===== config.mk =====
export PLATFORM = sky130hd
export DESIGN_NAME = reflet_periph
export DESIGN_NICKNAME = d
export VERILOG_FILES = /design/src/reflet_pkg.sv /design/src/reflet_gpio.sv /design/src/reflet_irq_ctrl.sv /design/src/reflet_periph.sv /design/src/reflet_timer.sv
export SDC_FILE = /design/constraint.sdc
export NUM_CORES = 1
export LEC_CHECK = 0
export BUFFER_PORTS_ARGS = -buffer_cell sky130_fd_sc_hd__buf_2
export CAP_MARGIN = 20
export CORE_MARGIN = 1
export CORE_UTILIZATION = 45
export CTS_CLUSTER_SIZE = 20
export DETAILED_ROUTE_END_ITERATION = 7
export HOLD_SLACK_MARGIN = 0.03
export PLACE_DENSITY = 0.65
export SLEW_MARGIN = 20
export SYNTH_ARGS = -nofsm -noshare
export SYNTH_HDL_FRONTEND = slang
export SYNTH_HIERARCHICAL = 1
export SYNTH_SLANG_ARGS = --single-unit
export TNS_END_PERCENT = 50

===== constraint.sdc =====
create_clock -name clk -period 2.7 [get_ports clk]
set_input_delay 0.27 -clock clk [delete_from_list [all_inputs] [get_ports clk]]
set_output_delay 0.27 -clock clk [all_outputs]
set_load 0.02 [all_outputs]

===== src/reflet_pkg.sv =====
// Shared constants for the peripheral block on the 8-bit system bus.
// Bus windows, register offsets and the interrupt FSM states.
// Taken by scoped names, e.g. reflet_pkg::GPIO_BASE.
`default_nettype none

package reflet_pkg;

    localparam int ADDR_WIDTH = 16;

    // Register windows on the system bus
    localparam logic [ADDR_WIDTH-1:0] GPIO_BASE  = 16'hFF08; // 8 registers
    localparam logic [ADDR_WIDTH-1:0] TIMER_BASE = 16'hFF10; // 5 registers
    localparam logic [ADDR_WIDTH-1:0] IRQ_BASE   = 16'hFF18; // cause byte

    // GPIO offsets
    localparam logic [2:0] GPO_LO  = 3'd0;
    localparam logic [2:0] GPO_HI  = 3'd1;
    localparam logic [2:0] GPI_LO  = 3'd2;
    localparam logic [2:0] GPI_HI  = 3'd3;
    localparam logic [2:0] RISE_LO = 3'd4;
    localparam logic [2:0] RISE_HI = 3'd5;
    localparam logic [2:0] FALL_LO = 3'd6;
    localparam logic [2:0] FALL_HI = 3'd7;

    // Timer offsets
    localparam logic [2:0] RELOAD_LO = 3'd0;
    localparam logic [2:0] RELOAD_HI = 3'd1;
    localparam logic [2:0] CTRL      = 3'd2; // bit 0 is run
    localparam logic [2:0] COUNT_LO  = 3'd3;
    localparam logic [2:0] COUNT_HI  = 3'd4;

    // Bit positions in the cause byte
    localparam int IRQ_SRC_GPIO  = 0;
    localparam int IRQ_SRC_TIMER = 1;

    typedef enum logic [1:0] {
        IDLE,
        REQUEST,
        RELEASE
    } irq_state_t;

endpackage

`default_nettype wire


===== src/reflet_gpio.sv =====
// 16 general purpose outputs and 16 inputs on the system bus.
// Per-pin rising and falling edge masks drive a single interrupt line.
// All eight registers read back; reads are combinational.
`default_nettype none
`timescale 1ns/1ns

module reflet_gpio (
    input  logic                             clk,
    input  logic                             reset,
    input  logic                             enable,
    input  logic [reflet_pkg::ADDR_WIDTH-1:0] addr,
    input  logic                             write_en,
    input  logic [7:0]                       data_in,
    output logic [7:0]                       data_out,
    input  logic [15:0]                      gpi,
    output logic [15:0]                      gpo,
    output logic                             gpio_irq
);

    logic [reflet_pkg::ADDR_WIDTH-1:0] rel_addr;
    logic [2:0]  offset;
    logic        selected;
    logic [15:0] rise_mask;
    logic [15:0] fall_mask;
    logic [15:0] prev_gpi;
    logic [15:0] rising;
    logic [15:0] falling;

    assign rel_addr = addr - reflet_pkg::GPIO_BASE; // wraps high below the base
    assign offset   = rel_addr[2:0];
    assign selected = enable && (rel_addr < 16'd8);

    // Edge detection against last cycle's inputs
    assign rising   = gpi & ~prev_gpi;
    assign falling  = ~gpi & prev_gpi;
    assign gpio_irq = |(rising & rise_mask) || |(falling & fall_mask);

    always_ff @(posedge clk) begin
        if (!reset) begin
            gpo       <= '0;
            rise_mask <= '0;
            fall_mask <= '0;
            prev_gpi  <= '0;
        end else begin
            prev_gpi <= gpi;
            if (selected && write_en) begin
                case (offset)
                    reflet_pkg::GPO_LO:  gpo[7:0]        <= data_in;
                    reflet_pkg::GPO_HI:  gpo[15:8]       <= data_in;
                    reflet_pkg::RISE_LO: rise_mask[7:0]  <= data_in;
                    reflet_pkg::RISE_HI: rise_mask[15:8] <= data_in;
                    reflet_pkg::FALL_LO: fall_mask[7:0]  <= data_in;
                    reflet_pkg::FALL_HI: fall_mask[15:8] <= data_in;
                    default: ; // GPI is read only
                endcase
            end
        end
    end

    always_comb begin
        data_out = 8'h00;
        if (selected) begin
            case (offset)
                reflet_pkg::GPO_LO:  data_out = gpo[7:0];
                reflet_pkg::GPO_HI:  data_out = gpo[15:8];
                reflet_pkg::GPI_LO:  data_out = gpi[7:0];
                reflet_pkg::GPI_HI:  data_out = gpi[15:8];
                reflet_pkg::RISE_LO: data_out = rise_mask[7:0];
                reflet_pkg::RISE_HI: data_out = rise_mask[15:8];
                reflet_pkg::FALL_LO: data_out = fall_mask[7:0];
                reflet_pkg::FALL_HI: data_out = fall_mask[15:8];
                default:             data_out = 8'h00;
            endcase
        end
    end

endmodule

`default_nettype wire


===== src/reflet_irq_ctrl.sv =====
// Interrupt controller. Latches peripheral pulses into a cause byte and
// runs a four-phase irq/irq_ack exchange with the processor.
// The causes served by the current request read back at IRQ_BASE.
`default_nettype none
`timescale 1ns/1ns

module reflet_irq_ctrl (
    input  logic                             clk,
    input  logic                             reset,
    input  logic                             enable,
    input  logic [reflet_pkg::ADDR_WIDTH-1:0] addr,
    output logic [7:0]                       data_out,
    input  logic                             gpio_irq,
    input  logic                             timer_irq,
    output logic                             irq,
    input  logic                             irq_ack
);

    reflet_pkg::irq_state_t state;
    logic [7:0] pending;
    logic [7:0] served;
    logic [7:0] new_causes;
    logic [7:0] clear_mask;

    always_comb begin
        new_causes = 8'h00;
        new_causes[reflet_pkg::IRQ_SRC_GPIO]  = gpio_irq;
        new_causes[reflet_pkg::IRQ_SRC_TIMER] = timer_irq;
    end

    // Served causes drop as the processor releases ack
    assign clear_mask = (state == reflet_pkg::RELEASE && !irq_ack) ? served : 8'h00;

    always_ff @(posedge clk) begin
        if (!reset) begin
            state   <= reflet_pkg::IDLE;
            pending <= '0;
            served  <= '0;
        end else begin
            pending <= (pending & ~clear_mask) | new_causes;
            case (state)
                reflet_pkg::IDLE: begin
                    if (pending != 8'h00 && !irq_ack) begin
                        state  <= reflet_pkg::REQUEST;
                        served <= pending; // Snapshot
                    end
                end
                reflet_pkg::REQUEST: begin
                    if (irq_ack) begin
                        state <= reflet_pkg::RELEASE;
                    end
                end
                reflet_pkg::RELEASE: begin
                    if (!irq_ack) begin
                        state <= reflet_pkg::IDLE;
                    end
                end
                default: state <= reflet_pkg::IDLE;
            endcase
        end
    end

    assign irq = (state == reflet_pkg::REQUEST);

    assign data_out = (enable && addr == reflet_pkg::IRQ_BASE) ? served : 8'h00;

endmodule

`default_nettype wire


===== src/reflet_periph.sv =====
// Peripheral block of the 8-bit processor: GPIO, timer and interrupt
// controller on one system bus. Read data is the OR of all three,
// each peripheral drives zero outside its window.
`default_nettype none
`timescale 1ns/1ns

module reflet_periph (
    input  logic                             clk,
    input  logic                             reset,
    input  logic                             enable,
    input  logic [reflet_pkg::ADDR_WIDTH-1:0] addr,
    input  logic                             write_en,
    input  logic [7:0]                       data_in,
    output logic [7:0]                       data_out,
    input  logic [15:0]                      gpi,
    output logic [15:0]                      gpo,
    output logic                             irq,
    input  logic                             irq_ack
);

    logic [7:0] gpio_data;
    logic [7:0] timer_data;
    logic [7:0] irq_data;
    logic       gpio_irq;
    logic       timer_irq;

    reflet_gpio i_gpio (
        .clk      (clk),
        .reset    (reset),
        .enable   (enable),
        .addr     (addr),
        .write_en (write_en),
        .data_in  (data_in),
        .data_out (gpio_data),
        .gpi      (gpi),
        .gpo      (gpo),
        .gpio_irq (gpio_irq)
    );

    reflet_timer i_timer (
        .clk       (clk),
        .reset     (reset),
        .enable    (enable),
        .addr      (addr),
        .write_en  (write_en),
        .data_in   (data_in),
        .data_out  (timer_data),
        .timer_irq (timer_irq)
    );

    reflet_irq_ctrl i_irq_ctrl (
        .clk       (clk),
        .reset     (reset),
        .enable    (enable),
        .addr      (addr),
        .data_out  (irq_data),
        .gpio_irq  (gpio_irq),
        .timer_irq (timer_irq),
        .irq       (irq),
        .irq_ack   (irq_ack)
    );

    assign data_out = gpio_data | timer_data | irq_data;

endmodule

`default_nettype wire


===== src/reflet_timer.sv =====
// 16-bit reload down-counter on the system bus.
// With run set it counts once per cycle; at zero it reloads and
// pulses timer_irq for one cycle, so the period is reload+1.
`default_nettype none
`timescale 1ns/1ns

module reflet_timer (
    input  logic                             clk,
    input  logic                             reset,
    input  logic                             enable,
    input  logic [reflet_pkg::ADDR_WIDTH-1:0] addr,
    input  logic                             write_en,
    input  logic [7:0]                       data_in,
    output logic [7:0]                       data_out,
    output logic                             timer_irq
);

    logic [reflet_pkg::ADDR_WIDTH-1:0] rel_addr;
    logic [2:0]  offset;
    logic        selected;
    logic [15:0] reload;
    logic [15:0] count;
    logic        run;

    assign rel_addr = addr - reflet_pkg::TIMER_BASE;
    assign offset   = rel_addr[2:0];
    assign selected = enable && (rel_addr < 16'd5);

    always_ff @(posedge clk) begin
        if (!reset) begin
            reload    <= '0;
            run       <= 1'b0;
            count     <= '0;
            timer_irq <= 1'b0;
        end else begin
            timer_irq <= 1'b0;
            if (selected && write_en) begin
                case (offset)
                    reflet_pkg::RELOAD_LO: reload[7:0]  <= data_in;
                    reflet_pkg::RELOAD_HI: reload[15:8] <= data_in;
                    reflet_pkg::CTRL:      run          <= data_in[0];
                    default: ; // count is read only
                endcase
            end
            if (run) begin
                if (count == 16'd0) begin
                    count     <= reload;
                    timer_irq <= 1'b1; // Underflow
                end else begin
                    count <= count - 16'd1;
                end
            end
        end
    end

    always_comb begin
        data_out = 8'h00;
        if (selected) begin
            case (offset)
                reflet_pkg::RELOAD_LO: data_out = reload[7:0];
                reflet_pkg::RELOAD_HI: data_out = reload[15:8];
                reflet_pkg::CTRL:      data_out = {7'b0, run};
                reflet_pkg::COUNT_LO:  data_out = count[7:0]; // Live value
                reflet_pkg::COUNT_HI:  data_out = count[15:8];
                default:               data_out = 8'h00;
            endcase
        end
    end

endmodule

`default_nettype wire

==> impl_results.md <==
* Status: finished, final reports clean
* Period utilisation layout at 95.0%
* N_diodes at 0
* Slew margin rel. at 45.4%
* Crit-path max FO at 8
* Kind of critical path: in -> out
* H-tree depth at 4
* Ordered cell list for the critical path: buf_2, inv_1, ha_1, nor4b_4, nor2_1, xnor2_1, a31o_2, nand3_1, buf_4, a211oi_2, or3_1, buf_2
* Fraction of layout cells with a size suffix above 1 at approximately a fifth
* Final core occ at between 50% and 60%
* Cells after Synth at 737
* Reg clk slew, reported paths at 60 ps
* Area delta synth->final at 18.0%
* CTS resizes at 0
* Hold WS at 91.2 ps
* Final hold vios at 0
* Post-CTS Setup Bufs at 0
* Fmax achieved at 390 MHz
* Routed Antenna Nets at 0
* Grt total ovfl at 0
* Slew @ Worst Pin at 818 ps
* DR pass1 iterations at 7
* Worst R2R Path Depth at 7
* Initial antenna violation count at 0
* CTS tree: built
* Layout Cells excl Fill at 1,003
* Total routed wirelength at 19,100 µm
* Clock Skew at 4.11 ps
* Pwr per Cell Area at 563 mW/mm²
* Post-CTS Hold Fix Bufs at 0
* Synthesis-stage register bit count at 116
* Hold Path Depth at 2
* R2r endpoint: i_timer/count[11]
* Crit start category: primary input
* Worst Path Required at 2430 ps
* Final Max Slew Viols at 0
* Clock Latency Late Sink at 420 ps
* Filler cell count at 1,249
* Reg2reg start: i_timer/count[0]
* Row count at 42
* Crit path from: addr[4]
* Final nets at 863
* Tot Pwr at 4.19 mW
* Period minus WS final at around 2600 ps
* Die ar. at around 0.014 mm²
* Total clock sinks at 116
* Via Count at 5,924
* Ys async rst share at 0%
* Drt drc at 0
* Worst Path Arrival at 2290 ps
* Clk buf depth at 2
* VDD IR max at roughly 0.46 mV
* Hold Path End: i_gpio/prev_gpi[11]
* Core ar. at about 0.013 mm²
* Iter 0 DRT Violations at between 400 and 500
* Initial Utilization at 46.9%
* Vias per inst at 5.91
* Crit-path most repeated cell: buf_2
* Slowest library cell on the worst path: or3_1
* RSZ-0062 raised after global routing: yes
* Half-perimeter wire length after placement at between 10,000 and 15,000 µm
* Yosys warnings at 6
* Buffers on Ports at 69
* Post-Syn Nets at around 790
* Seq/Total Area, Yosys at 36.8%
* Boundary Pins at 70
* Root buf cell: clkbuf_16
* Vias in the first global route at roughly 5,700
* Leakage at about 3.3 nW
* Critical Path Max Stage Delay at around 420 ps
* Post-synthesis cell area at 0.00630 mm²
* Worst hold path type: in -> reg
* First-pass GRT wire length at 30,500 µm
* Mean Syn Cell Area at 8.55 µm²
* MaxCap Viol Count at 0
* Routed WL per cell at between 15 and 20 µm
* Worst R2R Setup Slack at 310 ps
* Die W at 120 µm
* Main synth FF type: dfxtp_1
* GR Util All Layers at 27.3%
* Yosys cell types at 76
* Final setup viols at 0
* CTS buffer count at 17
* DIE HEIGHT at 120 µm
* Dpl cells at 972
* Number of synthesized flops with an enable pin at 0
* RePlAce Congestion at about 0.91
* Hold Crit Start: gpi[11]
* Crit end category: output pin
* Largest net degree at the start of global routing at 60
flip-flops by register name, indices dropped and copies added (netlist names):
signal              count
i_gpio/fall_mask       16
i_gpio/gpo             16
i_gpio/prev_gpi        16
i_gpio/rise_mask       16
i_irq_ctrl/pending      8
i_irq_ctrl/served       8
i_irq_ctrl/state        2
i_timer/count          16
i_timer/reload         16
i_timer/run             1
i_timer/timer_irq       1
cells in the mapped netlist, types with 4 or more instances:
| cell type | number | area share (%) |
|---|---|---|
| dfxtp_1 | 116 | 37 |
| nand2_1 | 102 | 6.1 |
| mux2i_1 | 77 | 12 |
| nor2_1 | 62 | 3.7 |
| inv_1 | 38 | 2.3 |
| o21ai_0 | 28 | 2.2 |
| a21oi_1 | 26 | 2.1 |
| nand3_1 | 20 | 1.6 |
| clkbuf_1 | 18 | 1.1 |
| and2_1 | 16 | 1.6 |
| nor3_1 | 14 | 1.1 |
| or3_1 | 14 | 1.4 |
| nand3b_1 | 12 | 1.4 |
| mux2_2 | 11 | 2.0 |
| a211oi_1 | 10 | 1.2 |
| a22oi_1 | 10 | 1.2 |
| a311oi_1 | 10 | 1.4 |
| a31oi_1 | 10 | 0.99 |
| nand4_1 | 9 | 0.89 |
| o21ai_1 | 9 | 0.71 |
| a221oi_1 | 8 | 1.1 |
| nor3_2 | 8 | 1.3 |
| nor4_1 | 7 | 0.69 |
| o22ai_1 | 6 | 0.60 |
| and3_1 | 5 | 0.50 |
| nor2b_1 | 5 | 0.50 |
| a21boi_0 | 4 | 0.48 |
| buf_4 | 4 | 0.48 |
| buf_6 | 4 | 0.71 |
| xor2_1 | 4 | 0.56 |
metal layers:
layer | GRT usage (%) | up-vias | routed length (µm)
met4 | 12.9 | 0 | 497
met1 | 37.0 | 2825 | 8770
met3 | 5.28 | 40 | 1300
met5 | 0 | - | 0
li1 | - | 2828 | -
met2 | 41.6 | 231 | 8570
worst max-delay path, delay by kind of cell:
kind                       cells  cell delay [ps]
buffers and inverters          4              550
and+or+nand+nor                4              870
adders and majority gates      1              170
AOI/OAI and AO/OA              2              300
xor gates and xnor gates       1              130
report_power, final:
| part | leakage (nW) | internal [mW] | switching (mW) |
|---|---|---|---|
| registers | 0.938 | 1.73 | 0.00778 |
| logic | 2.04 | 0.0879 | 0.179 |
| clock network | 0.281 | 1.39 | 0.803 |
| total | 3.26 | 3.20 | 0.990 |
cell type report:
class | count | area [µm²] | share of cell area (%)
clock inverters | 11 | 110 | 1.48
inverters | 38 | 143 | 1.92
clock buffers | 20 | 457 | 6.14
well taps | 176 | 220 | 2.96
multi-input cells | 549 | 3660 | 49.2
repair buffers | 93 | 526 | 7.06
flip-flops and latches | 116 | 2320 | 31.2
cells by family after synthesis:
family	count (synthesis)	share of synthesized area, %
simple gates	306	26.5
compound gates	146	15.7
flops	116	36.8
mux	88	14.2
buf+inv	72	5.34
xor+xnor	6	0.833
fa+ha+maj	3	0.595
placed cells by master (no fill, tap or decap), types with 16 or more instances in the layout:
master,synthesis,routed
dfxtp_1,116,116
nand2_1,102,102
mux2i_1,77,77
buf_2,1,69
nor2_1,62,62
inv_1,38,38
o21ai_0,28,28
a21oi_1,26,26
buf_4,4,24
nand3_1,20,20
clkbuf_16,0,17
and2_1,16,16
worst max-delay path by stage:
stage	endpoint	slack (ps)
after floorplan	data_out[0]	410
after global routing	data_out[1]	-50
after detailed placement	i_gpio/gpo[11]	20
final	data_out[1]	140
after global placement	i_gpio/gpo[14]	140
after CTS	data_out[5]	130
stage by stage:
stage / setup TNS [ps] / setup WS [ps] / cell area (µm²)
final: 0 / 136 / 7440
after global routing: -177 / -46.4 / 7440
after CTS: 0 / 132 / 7420
after detailed placement: 0 / 15.7 / 6860
after global placement: 0 / 139 / 6860
after floorplan: 0 / 412 / 6300
Note: power is estimated with default switching activity, not from simulation.
